==> src/hdl/fpga_boot_cfg.svh <==
// board management constants

`ifndef FPGA_BOOT_CFG_SVH
`define FPGA_BOOT_CFG_SVH

// core reset stretch after reset and lock are both seen high
`define FPGA_BOOT_RST_STAGES 4

// depth of every input synchronizer
`define FPGA_BOOT_SYNC_STAGES 2

// configuration port command words, before per-byte bit reversal

// dummy pad word
`define FPGA_BOOT_CFG_DUMMY 32'hFFFF_FFFF

// sync word, starts packet processing
`define FPGA_BOOT_CFG_SYNC 32'hAA99_5566

// type 1 no-op
`define FPGA_BOOT_CFG_NOOP 32'h2000_0000

// type 1 write of one word to the command register
`define FPGA_BOOT_CFG_WR_CMD 32'h3000_8001

// IPROG command, reloads the bitstream from flash
`define FPGA_BOOT_CFG_IPROG 32'h0000_000F

`endif

==> src/hdl/fpga_boot_pkg.sv <==
// board management types

package fpga_boot_pkg;

    // one configuration port word
    typedef logic [31:0] cfg_word_t;

    // flash data lanes
    typedef logic [3:0] qspi_dq_t;

    // configuration port command bundle
    // di is already bit-reversed within each byte
    typedef struct packed {
        logic      csib;
        logic      rdwrb;
        cfg_word_t di;
    } icap_cmd_t;

    // flash controller pins, cs is active low
    typedef struct packed {
        logic     sck;
        logic     cs;
        qspi_dq_t dq_o;
        qspi_dq_t dq_oe;
    } qspi_ctrl_t;

    // reboot sequencer, one state per command word on the port
    typedef enum logic [2:0] {
        st_idle,
        st_dummy,
        st_sync,
        st_noop0,
        st_cmd,
        st_iprog,
        st_noop1
    } reboot_state_t;

endpackage

==> src/hdl/reset_sync.sv <==
// core reset conditioner

`timescale 1ns/1ps

`include "fpga_boot_cfg.svh"

module reset_sync (
    input  logic clk_125mhz_int,
    input  logic rst_n,
    input  logic pll_locked,
    output logic core_rst_n
);

    // ones shift in from the bottom once reset and lock are both high
    logic [`FPGA_BOOT_RST_STAGES-1:0] rst_shift;

    // any low input clears the whole chain on the next edge
    // so a single-cycle lock glitch restarts the full release count
    always_ff @(posedge clk_125mhz_int) begin
        if (!rst_n || !pll_locked) begin
            rst_shift <= '0;
        end else begin
            rst_shift <= {rst_shift[`FPGA_BOOT_RST_STAGES-2:0], 1'b1};
        end
    end

    // last stage is the core reset
    // high on the RST_STAGES-th edge counting the first edge that saw both high
    assign core_rst_n = rst_shift[`FPGA_BOOT_RST_STAGES-1];

endmodule

==> src/hdl/icap_reboot_seq.sv <==
// configuration port reboot sequencer

`timescale 1ns/1ps

`include "fpga_boot_cfg.svh"

module icap_reboot_seq (
    input  logic                   clk_125mhz_int,
    input  logic                   rst_n,
    input  logic                   fpga_boot,
    input  logic                   icap_avail,
    output fpga_boot_pkg::icap_cmd_t icap_cmd
);

    import fpga_boot_pkg::*;

    // boot request synchronizer
    logic [`FPGA_BOOT_SYNC_STAGES-1:0] boot_sync;
    logic                              boot_req;

    reboot_state_t state;
    logic          csib;
    cfg_word_t     di_word;
    cfg_word_t     di_rev;

    always_ff @(posedge clk_125mhz_int) begin
        if (!rst_n) begin
            boot_sync <= '0;
        end else begin
            boot_sync <= {boot_sync[`FPGA_BOOT_SYNC_STAGES-2:0], fpga_boot};
        end
    end

    assign boot_req = boot_sync[`FPGA_BOOT_SYNC_STAGES-1];

    // state names the word currently registered on the port
    // avail only matters in idle, a running sequence always completes
    always_ff @(posedge clk_125mhz_int) begin
        if (!rst_n) begin
            state   <= st_idle;
            csib    <= 1'b1;
            di_word <= `FPGA_BOOT_CFG_DUMMY;
        end else begin
            case (state)
                st_idle: begin
                    csib    <= 1'b1;
                    di_word <= `FPGA_BOOT_CFG_DUMMY;
                    if (boot_req && icap_avail) begin
                        state <= st_dummy;
                        csib  <= 1'b0;
                    end
                end
                st_dummy: begin
                    state   <= st_sync;
                    di_word <= `FPGA_BOOT_CFG_SYNC;
                end
                st_sync: begin
                    state   <= st_noop0;
                    di_word <= `FPGA_BOOT_CFG_NOOP;
                end
                st_noop0: begin
                    state   <= st_cmd;
                    di_word <= `FPGA_BOOT_CFG_WR_CMD;
                end
                st_cmd: begin
                    state   <= st_iprog;
                    di_word <= `FPGA_BOOT_CFG_IPROG;
                end
                st_iprog: begin
                    state   <= st_noop1;
                    di_word <= `FPGA_BOOT_CFG_NOOP;
                end
                // back to idle with the port deselected for at least a cycle
                default: begin
                    state   <= st_idle;
                    csib    <= 1'b1;
                    di_word <= `FPGA_BOOT_CFG_DUMMY;
                end
            endcase
        end
    end

    // port takes each byte msb-first on the low lane
    always_comb begin
        for (int b = 0; b < 4; b++) begin
            for (int i = 0; i < 8; i++) begin
                di_rev[8*b+i] = di_word[8*b+7-i];
            end
        end
    end

    assign icap_cmd.csib  = csib;
    // write only, readback is never used
    assign icap_cmd.rdwrb = 1'b0;
    assign icap_cmd.di    = di_rev;

endmodule

==> src/hdl/qspi_pad_reg.sv <==
// flash pad stage

`timescale 1ns/1ps

`include "fpga_boot_cfg.svh"

module qspi_pad_reg (
    input  logic                     clk_125mhz_int,
    input  logic                     rst_n,
    input  fpga_boot_pkg::qspi_ctrl_t qspi_ctrl,
    output fpga_boot_pkg::qspi_ctrl_t qspi_pad,
    input  fpga_boot_pkg::qspi_dq_t   qspi_dq_pad,
    output fpga_boot_pkg::qspi_dq_t   qspi_dq_i
);

    import fpga_boot_pkg::*;

    // clock low, flash deselected, data lanes released
    localparam qspi_ctrl_t pad_idle = '{sck: 1'b0, cs: 1'b1, dq_o: '0, dq_oe: '0};

    // incoming lanes, index 0 faces the pads
    qspi_dq_t dq_sync [`FPGA_BOOT_SYNC_STAGES];

    // outputs go through one pad flop each
    always_ff @(posedge clk_125mhz_int) begin
        if (!rst_n) begin
            qspi_pad <= pad_idle;
        end else begin
            qspi_pad <= qspi_ctrl;
        end
    end

    always_ff @(posedge clk_125mhz_int) begin
        if (!rst_n) begin
            for (int i = 0; i < `FPGA_BOOT_SYNC_STAGES; i++) begin
                dq_sync[i] <= '0;
            end
        end else begin
            dq_sync[0] <= qspi_dq_pad;
            for (int i = 1; i < `FPGA_BOOT_SYNC_STAGES; i++) begin
                dq_sync[i] <= dq_sync[i-1];
            end
        end
    end

    assign qspi_dq_i = dq_sync[`FPGA_BOOT_SYNC_STAGES-1];

endmodule

==> src/hdl/fpga_boot_top.sv <==
// board management top level

`timescale 1ns/1ps

module fpga_boot_top (
    // internal 125 MHz clock and board reset
    input  logic                      clk_125mhz_int,
    input  logic                      rst_n,
    input  logic                      pll_locked,

    // reboot request and configuration port
    input  logic                      fpga_boot,
    input  logic                      icap_avail,
    output fpga_boot_pkg::icap_cmd_t  icap_cmd,

    // configuration flash
    input  fpga_boot_pkg::qspi_ctrl_t qspi_ctrl,
    output fpga_boot_pkg::qspi_ctrl_t qspi_pad,
    input  fpga_boot_pkg::qspi_dq_t   qspi_dq_pad,
    output fpga_boot_pkg::qspi_dq_t   qspi_dq_i
);

    // held low until lock, then stretched
    logic core_rst_n;

    reset_sync i_reset_sync (
        .clk_125mhz_int (clk_125mhz_int),
        .rst_n          (rst_n),
        .pll_locked     (pll_locked),
        .core_rst_n     (core_rst_n)
    );

    // the sequencer and the pad stage only run on the conditioned reset
    icap_reboot_seq i_icap_reboot_seq (
        .clk_125mhz_int (clk_125mhz_int),
        .rst_n          (core_rst_n),
        .fpga_boot      (fpga_boot),
        .icap_avail     (icap_avail),
        .icap_cmd       (icap_cmd)
    );

    qspi_pad_reg i_qspi_pad_reg (
        .clk_125mhz_int (clk_125mhz_int),
        .rst_n          (core_rst_n),
        .qspi_ctrl      (qspi_ctrl),
        .qspi_pad       (qspi_pad),
        .qspi_dq_pad    (qspi_dq_pad),
        .qspi_dq_i      (qspi_dq_i)
    );

endmodule

==> config.mk <==
export PLATFORM = sky130hd
export DESIGN_NAME = fpga_boot_top
export DESIGN_NICKNAME = d
export VERILOG_FILES = /design/src/hdl/fpga_boot_pkg.sv /design/src/hdl/reset_sync.sv /design/src/hdl/icap_reboot_seq.sv /design/src/hdl/qspi_pad_reg.sv /design/src/hdl/fpga_boot_top.sv
export VERILOG_INCLUDE_DIRS = /design/src /design/src/hdl
export SDC_FILE = /design/constraint.sdc
export NUM_CORES = 1
export LEC_CHECK = 0
export BUFFER_PORTS_ARGS = -buffer_cell sky130_fd_sc_hd__buf_2
export CAP_MARGIN = 10
export CORE_AREA = 2 2 69 71
export DETAILED_ROUTE_END_ITERATION = 6
export DIE_AREA = 0 0 71 73
export GPL_TIMING_DRIVEN = 0
export PLACE_DENSITY = 0.67
export SYNTH_ARGS = -nofsm -noshare
export SYNTH_HDL_FRONTEND = slang
export SYNTH_SLANG_ARGS = --single-unit
export TNS_END_PERCENT = 1
==> constraint.sdc <==
create_clock -name clk_125mhz_int -period 1.15 [get_ports clk_125mhz_int]
set_input_delay 0.1725 -clock clk_125mhz_int [delete_from_list [all_inputs] [get_ports clk_125mhz_int]]
set_output_delay 0.1725 -clock clk_125mhz_int [all_outputs]
set_load 0.1 [all_outputs]
==> results.yml, run 1 <==
clocking:
  cts-root-buf: "clkbuf_8"
  htree_levels: 2
  clkTransAtPathRegs_ps: 70
  cts_inserted_buffers: 5
  clock-sinks: 35
  post_cts_buffers: 0
  clock_path_buffers: 2
  cts_tree: "done"
  clock_latency_ps: 280
critical_path:
  cp.buffers_inverters: 1
  critPathTopFamily: "flip-flops"
  worstPathCellList: "buf_4"
  max_stage_delay_ps: 420
  critPathKind: "flip-flop to primary output"
  worstPathMaxFanout: 13
  critPathArrivalTime_ps: 1010
  critPathLaunchType: "flip-flop"
  crit_slowest_cell: "dfxtp_4"
  end_kind: "primary output"
  cp.required_ps: 980
drt:
  via_per_inst: 3.93
  wl_per_cell_microns: 10.0
  vias: 975
  drt_iter0_markers: 17
  finalWirelength_microns: 2490
  antenna_left: 0
  dr.pass1.iters: 2
  drc: 0
sta:
  finalCritPeriodShare: 1.03
  period_minus_slack_ps: 1190
  drv_slew: 0
  rsz0062_at_grt: "yes"
  hold_viol: 0
  fin_ws_ps: -37.5
  fin_worst_skew_ps: 3.65
  fmax_ghz: 0.842
  setup_violations: 19
  whs_ps: 72.3
layout:
  nNetsFinal: 212
  syn2layout_area_growth_pct: 73.8
  antenna_cells: 0
  fin_util: 0.490
  drive_gt1_frac: 0.588
  fillers: 416
  largest_reg_flops: 10
pwr:
  power_leakage_nw: 1.06
  powerDensity_mw_per_mm2: 997
  vdd_drop_max_mv: 0.692
floorplanning:
  io-pin-count: 67
  dieArea_sq_mm: 0.00518
  die_x_microns: 71
  core-area_sq_mm: 0.00454
  initial_core_util: 0.282
  dieHeight_microns: 73
  placementRows: 25
run_status:
  violations: "setup timing"
  outcome: "finished, violations left"
run:
  max_cap_violations: 0
synth:
  synth_seq_cells: 35
  yosys_warnings: 0
  syn_inst: 121
  synth_nets: 140
  synthDistinctLibCells: 24
  yosysSeqAreaShare: 0.548
  syn_area_sq_mm: 0.00128
  netlist.area_leader.share: 0.548
  post-synth-top-area-cell: "dfxtp_1"
  synth_area_leaders: "dfxtp_1 (55%), buf_4 (18%), and2_1 (9.8%), nor2b_4 (2.2%), and3_1 (1.5%)"
  synth.avg_cell_area_sq_um: 10.6
grt:
  grt_antenna_before_repair: 0
  grt_usage: 0.105
  grt-ovfl-total: 0
  grt_pass1_vias: 879
  grt_pass1_wl_microns: 4110
  grt_start_max_net_pins: 14
placement:
  port_buffers: 65
  gp_routability_congestion: 0.729
  place_ws_ps: 15.2
min_path:
  hold_path.class: "input pin to flip-flop"
[kinds of logic (layout without fill, tap and decap cells)]
kind of cell    count (synthesis)  after routing  synth area share
flops                          35             35             0.548
buf+inv                        35            108             0.202
compound gates                  8              8            0.0421
simple gates                   42             42             0.205
other cells                     1              1           0.00294
[cell usage in the layout, fill, tap and decap left out, drive strengths merged]
cell type | netlist | routed
a21o | 1 | 1
a21oi | 3 | 3
and2 | 20 | 20
and2b | 2 | 2
and3 | 3 | 3
buf | 34 | 99
clkbuf | 1 | 9
conb | 1 | 1
dfxtp | 35 | 35
nand2 | 4 | 4
nand2b | 1 | 1
nand3 | 2 | 2
nor2 | 2 | 2
nor2b | 4 | 4
nor3 | 1 | 1
nor4 | 1 | 1
o21ai | 3 | 3
o31ai | 1 | 1
or2 | 1 | 1
or3 | 1 | 1
[area by class of cell]
| cell class | instances | area (sq um) | area share |
|---|---|---|---|
| buffer | 35 | 258 | 0.116 |
| clock buffer | 8 | 100 | 0.0451 |
| multi-input combinational | 51 | 319 | 0.144 |
| sequential | 35 | 711 | 0.320 |
| tap | 54 | 67.6 | 0.0304 |
| timing repair buffer | 65 | 766 | 0.345 |
[layer usage]
layer / wire (microns) / global-route usage
met5: 0 / 0
met4: 37 / 0.0503
met3: 297 / 0.0525
met2: 1140 / 0.172
met1: 1020 / 0.112
[metrics by stage]
step | instances | power, mW | setup TNS [ps] | instance area (sq um)
5_1_grt | 248 | 2.32 | -1590 | 2220
3_5_place_dp | 240 | 1.30 | 0 | 1680
4_1_cts | 248 | 2.26 | -823 | 2200
6_report | 248 | 2.21 | -407 | 2220
3_3_place_gp | 240 | 1.30 | 0 | 1680
2_1_floorplan | 121 | 1.27 | -1740 | 1280
[Yosys cell counts (all sizes together)]
cell type / instances
dfxtp: 35
buf: 34
and2: 20
nand2: 4
nor2b: 4
a21oi: 3
and3: 3
o21ai: 3
and2b: 2
nand3: 2
nor2: 2
a21o: 1
clkbuf: 1
conb: 1
nand2b: 1
nor3: 1
nor4: 1
o31ai: 1
or2: 1
or3: 1
[final timing paths]
check                                               endpoint                          start  slack [ps]  cells after the start
worst max-delay path                             icap_cmd[1]  i_icap_reboot_seq.di_word[27]         -40                      1
worst min-delay path              i_qspi_pad_reg.qspi_pad[8]                   qspi_ctrl[8]          70                      2
worst max register to register  i_icap_reboot_seq.di_word[2]     i_icap_reboot_seq.state[1]          80                      4
worst min register to register  i_qspi_pad_reg.dq_sync[0][5]   i_qspi_pad_reg.dq_sync[0][1]         430                      1
[power by group]
group / total (mW) / switching, mW / internal [mW]
Clock: 0.946 / 0.400 / 0.546
Combinational: 0.0559 / 0.0291 / 0.0268
Sequential: 1.21 / 0.000957 / 1.21
[what timing repair did]
action / in CTS / in global routing
endpoints found under the setup margin: 47 / 29
resized for setup: 120 / 6
hold buffers: 0 / 0
Note: power is estimated with default switching activity, not from simulation.
==> run 2: changes to the inputs <==
--- a/config.mk
+++ b/config.mk
@@ -8,11 +8,14 @@
 export LEC_CHECK = 0
 export BUFFER_PORTS_ARGS = -buffer_cell sky130_fd_sc_hd__buf_2
 export CAP_MARGIN = 10
+export CELL_PAD_IN_SITES_DETAIL_PLACEMENT = 0
+export CELL_PAD_IN_SITES_GLOBAL_PLACEMENT = 1
 export CORE_AREA = 2 2 69 71
+export CTS_BUF_LIST = sky130_fd_sc_hd__clkbuf_4 sky130_fd_sc_hd__clkbuf_8
 export DETAILED_ROUTE_END_ITERATION = 6
 export DIE_AREA = 0 0 71 73
 export GPL_TIMING_DRIVEN = 0
-export PLACE_DENSITY = 0.67
+export PLACE_DENSITY = 0.84
 export SYNTH_ARGS = -nofsm -noshare
 export SYNTH_HDL_FRONTEND = slang
 export SYNTH_SLANG_ARGS = --single-unit
==> results.yml, run 2 (same netlist as run 1, synthesis figures left out) <==
clocking:
  post_cts_buffers: 0
  clock_path_buffers: 2
  cts_tree: "done"
  htree_levels: 2
  clock_latency_ps: 280
  clock-sinks: 35
  cts_resized: 118
  clkTransAtPathRegs_ps: 70
  hold_buffers: 0
  cts_inserted_buffers: 5
  cts-root-buf: "clkbuf_8"
sta:
  fmax_ghz: 0.846
  period_minus_slack_ps: 1180
  whs_ps: 69.1
  fin_worst_skew_ps: 3.86
  fin_ws_ps: -32.6
  setup_violations: 25
  rsz0062_at_grt: "yes"
  finalCritPeriodShare: 1.03
  hold_viol: 0
  drv_slew: 0
placement:
  place_ws_ps: -3.18
  port_buffers: 65
  dp_hpwl_microns: 1600
  gp_routability_congestion: 0.687
floorplanning:
  dieArea_sq_mm: 0.00518
  dieHeight_microns: 73
  initial_core_util: 0.282
  io-pin-count: 67
  placementRows: 25
  core-area_sq_mm: 0.00454
  die_x_microns: 71
grt:
  grt_usage: 0.106
  grt-ovfl-total: 0
  grt_pass1_wl_microns: 4130
  grt_pass1_vias: 939
  grt_antenna_before_repair: 0
  grt_start_max_net_pins: 14
run_status:
  outcome: "finished, violations left"
  violations: "setup timing"
critical_path:
  cp.buffers_inverters: 1
  worstPathMaxFanout: 13
  end_kind: "primary output"
  critPathKind: "flip-flop to primary output"
  critPathTopFamily: "flip-flops"
  ff2ff_path_depth: 4
  crit_slowest_cell: "dfxtp_4"
  cp.required_ps: 980
  critPathArrivalTime_ps: 1010
  worstPathCellList: "buf_4"
  critPathLaunchType: "flip-flop"
  max_stage_delay_ps: 420
  critical_path_depth: 1
drt:
  drc: 0
  antenna_left: 0
  via_per_inst: 3.89
  drt_iter0_markers: 21
  vias: 964
  wl_per_cell_microns: 10.1
  finalWirelength_microns: 2510
  dr.pass1.iters: 4
pwr:
  power_mw: 2.10
  vdd_drop_max_mv: 0.872
  powerDensity_mw_per_mm2: 950
  power_leakage_nw: 1.05
layout:
  fin_util: 0.487
  largest_reg_flops: 10
  fillers: 400
  final_cell_mix: "buf_4 (48), dfxtp_1 (30), buf_12 (23)"
  final_common_cell: "buf_4"
  nNetsFinal: 212
  drive_gt1_frac: 0.603
  antenna_cells: 0
  syn2layout_area_growth_pct: 73.0
run:
  max_cap_violations: 0
min_path:
  whs_path_depth: 2
  hold_path.class: "input pin to flip-flop"
## run 2: changes by cell type in the layout (fill, tap and decap cells not counted), sizes merged
cell,delta
clkinv,+3
buf,-1
clkbuf,-2
## run 2: cell type report
type / instances / area, sq um / area share
tap: 54 / 67.6 / 0.0306
multi-input combinational: 51 / 325 / 0.147
clock inverter: 3 / 15.0 / 0.00680
buffer: 35 / 260 / 0.118
clock buffer: 5 / 68.8 / 0.0311
sequential: 35 / 712 / 0.322
timing repair buffer: 65 / 761 / 0.344
## run 2: stage by stage
stage / setup TNS (ps) / area [sq um] / cells
finish: -548 / 2210 / 248
global route: -1750 / 2210 / 248
CTS: -841 / 2170 / 248
detailed placement: -3.18 / 1680 / 240
global placement: 0 / 1680 / 240
floorplan: -1740 / 1280 / 121
## run 2: final timing paths
check | slack [ps] | endpoint | start
worst max-delay path | -30 | icap_cmd[1] | i_icap_reboot_seq.di_word[27]
worst min-delay path | 70 | i_qspi_pad_reg.qspi_pad[8] | qspi_ctrl[8]
worst max register to register | 90 | i_icap_reboot_seq.di_word[2] | i_icap_reboot_seq.state[1]
worst min register to register | 430 | i_qspi_pad_reg.dq_sync[0][4] | i_qspi_pad_reg.dq_sync[0][0]
## run 2: metal layers
layer  global-route usage  part of all wire  wire length (microns)  up-vias
met5                    0                 0                      0        -
met4               0.0755             0.022                     55        0
met3               0.0414             0.094                    237        6
met2                0.178              0.50                   1270       50
met1                0.108              0.38                    952      416
li1                     -                 -                      -      492
## run 2: power by group
group	leakage [nW]	switching [mW]	internal (mW)	total [mW]
Sequential	0.282	0.00111	1.21	1.21
Combinational	0.722	0.0288	0.0268	0.0556
Clock	0.0477	0.418	0.413	0.831
==> run 3: changes to the inputs <==
--- a/config.mk
+++ b/config.mk
@@ -8,7 +8,7 @@
 export LEC_CHECK = 0
 export BUFFER_PORTS_ARGS = -buffer_cell sky130_fd_sc_hd__buf_2
 export CAP_MARGIN = 10
-export CELL_PAD_IN_SITES_DETAIL_PLACEMENT = 0
+export CELL_PAD_IN_SITES_DETAIL_PLACEMENT = 1
 export CELL_PAD_IN_SITES_GLOBAL_PLACEMENT = 1
 export CORE_AREA = 2 2 69 71
 export CTS_BUF_LIST = sky130_fd_sc_hd__clkbuf_4 sky130_fd_sc_hd__clkbuf_8
@@ -16,6 +16,7 @@
 export DIE_AREA = 0 0 71 73
 export GPL_TIMING_DRIVEN = 0
 export PLACE_DENSITY = 0.84
+export SLEW_MARGIN = 20
 export SYNTH_ARGS = -nofsm -noshare
 export SYNTH_HDL_FRONTEND = slang
 export SYNTH_SLANG_ARGS = --single-unit
==> constraint.sdc (replaced) <==
create_clock -name clk_125mhz_int -period 1.15 [get_ports clk_125mhz_int]
set_input_delay 0.115 -clock clk_125mhz_int [delete_from_list [all_inputs] [get_ports clk_125mhz_int]]
set_output_delay 0.115 -clock clk_125mhz_int [all_outputs]
set_load 0.1 [all_outputs]
==> results.yml, run 3 (same netlist as run 1, synthesis figures left out) <==
run_status:
  outcome: "finished clean"
pwr:
  power_leakage_nw: 1.05
  powerDensity_mw_per_mm2: 1020
  vdd_drop_max_mv: 0.647
sta:
  setup_violations: 0
  hold_viol: 0
  fin_worst_skew_ps: 3.65
  rsz0062_at_grt: "yes"
  finalCritPeriodShare: 0.979
  drv_slew: 0
  period_minus_slack_ps: 1130
  fmax_ghz: 0.888
placement:
  placedCellCount: 240
  dp_hpwl_microns: 1800
  gp_routability_congestion: 0.668
  port_buffers: 65
critical_path:
  worstPathMaxFanout: 12
  cp.buffers_inverters: 1
  end_kind: "primary output"
  critPathLaunchType: "flip-flop"
  max_stage_delay_ps: 410
  critPathArrivalTime_ps: 1010
  worstPathCellList: "buf_4"
  cp.required_ps: 1030
  critPathKind: "flip-flop to primary output"
  crit_slowest_cell: "dfxtp_4"
  critPathTopFamily: "flip-flops"
grt:
  grt-ovfl-total: 0
  grt_pass1_wl_microns: 4400
  grt_antenna_before_repair: 0
  grt_pass1_vias: 967
  grt_start_max_net_pins: 14
  grt_usage: 0.112
drt:
  drt_iter0_markers: 20
  vias: 1008
  antenna_left: 0
  wl_per_cell_microns: 11.0
  drc: 0
  dr.pass1.iters: 2
  via_per_inst: 4.06
  finalWirelength_microns: 2730
layout:
  nNetsFinal: 212
  drive_gt1_frac: 0.593
  final_cell_mix: "buf_4 (42), dfxtp_1 (31), buf_12 (23)"
  syn2layout_area_growth_pct: 71.7
  fin_util: 0.484
  final_common_cell: "buf_4"
  final_cells: 248
  antenna_cells: 0
  largest_reg_flops: 10
floorplanning:
  dieHeight_microns: 73
  initial_core_util: 0.282
  dieArea_sq_mm: 0.00518
  core-area_sq_mm: 0.00454
  placementRows: 25
  die_x_microns: 71
  io-pin-count: 67
min_path:
  hold_path.class: "input pin to flip-flop"
clocking:
  cts_inserted_buffers: 5
  cts-root-buf: "clkbuf_8"
  clock_latency_ps: 280
  htree_levels: 2
  cts_tree: "done"
  clock-sinks: 35
  post_cts_buffers: 0
  clkTransAtPathRegs_ps: 70
  clock_path_buffers: 2
run:
  max_cap_violations: 0
[run 3: area by class of cell]
cell class | instances | area [sq um]
sequential | 35 | 711
buffer | 35 | 258
timing repair buffer | 65 | 734
multi-input combinational | 51 | 319
tap | 54 | 67.6
fill | 485 | 2340
clock buffer | 8 | 104
[run 3: final timing paths]
path	from	endpoint	slack, ps	cells past startpoint
hold reg to reg	i_qspi_pad_reg.dq_sync[0][1]	i_qspi_pad_reg.dq_sync[0][5]	430	1
setup reg to reg	i_icap_reboot_seq.state[2]	i_icap_reboot_seq.csib	90	3
setup / recovery	i_icap_reboot_seq.di_word[30]	icap_cmd[0]	20	1
hold / removal	qspi_ctrl[8]	i_qspi_pad_reg.qspi_pad[8]	20	2
[run 3: power breakdown]
group	switching, mW	leakage (nW)	internal [mW]
registers	0.00110	0.282	1.21
logic	0.0295	0.709	0.0268
clock network	0.401	0.0549	0.569
total	0.431	1.05	1.81
[run 3: metrics by stage]
stage	setup slack, ps	area [sq um]	power [mW]	setup TNS [ps]	hold WS, ps
5_1_grt	-49.0	2190	2.37	-761	13.1
2_1_floorplan	-321	1280	1.27	-2570	216
6_report	23.6	2190	2.24	0	16.9
3_5_place_dp	46.8	1670	1.30	0	315
4_1_cts	1.55	2050	2.29	0	11.4
3_3_place_gp	70.4	1670	1.30	0	304
[run 3: layer usage]
layer	part of all wire	up-vias	wire, microns	GRT usage
li1	-	492	-	-
met1	0.42	455	1140	0.124
met2	0.47	57	1290	0.177
met3	0.094	4	257	0.0566
met4	0.017	0	46	0.0566
met5	0	-	0	0
[run 3: timing repair]
action,4_1_cts,5_1_grt
gates cloned,0,0
endpoints found under the setup margin,35,44
hold buffers,0,0
gates resized for setup,84,36
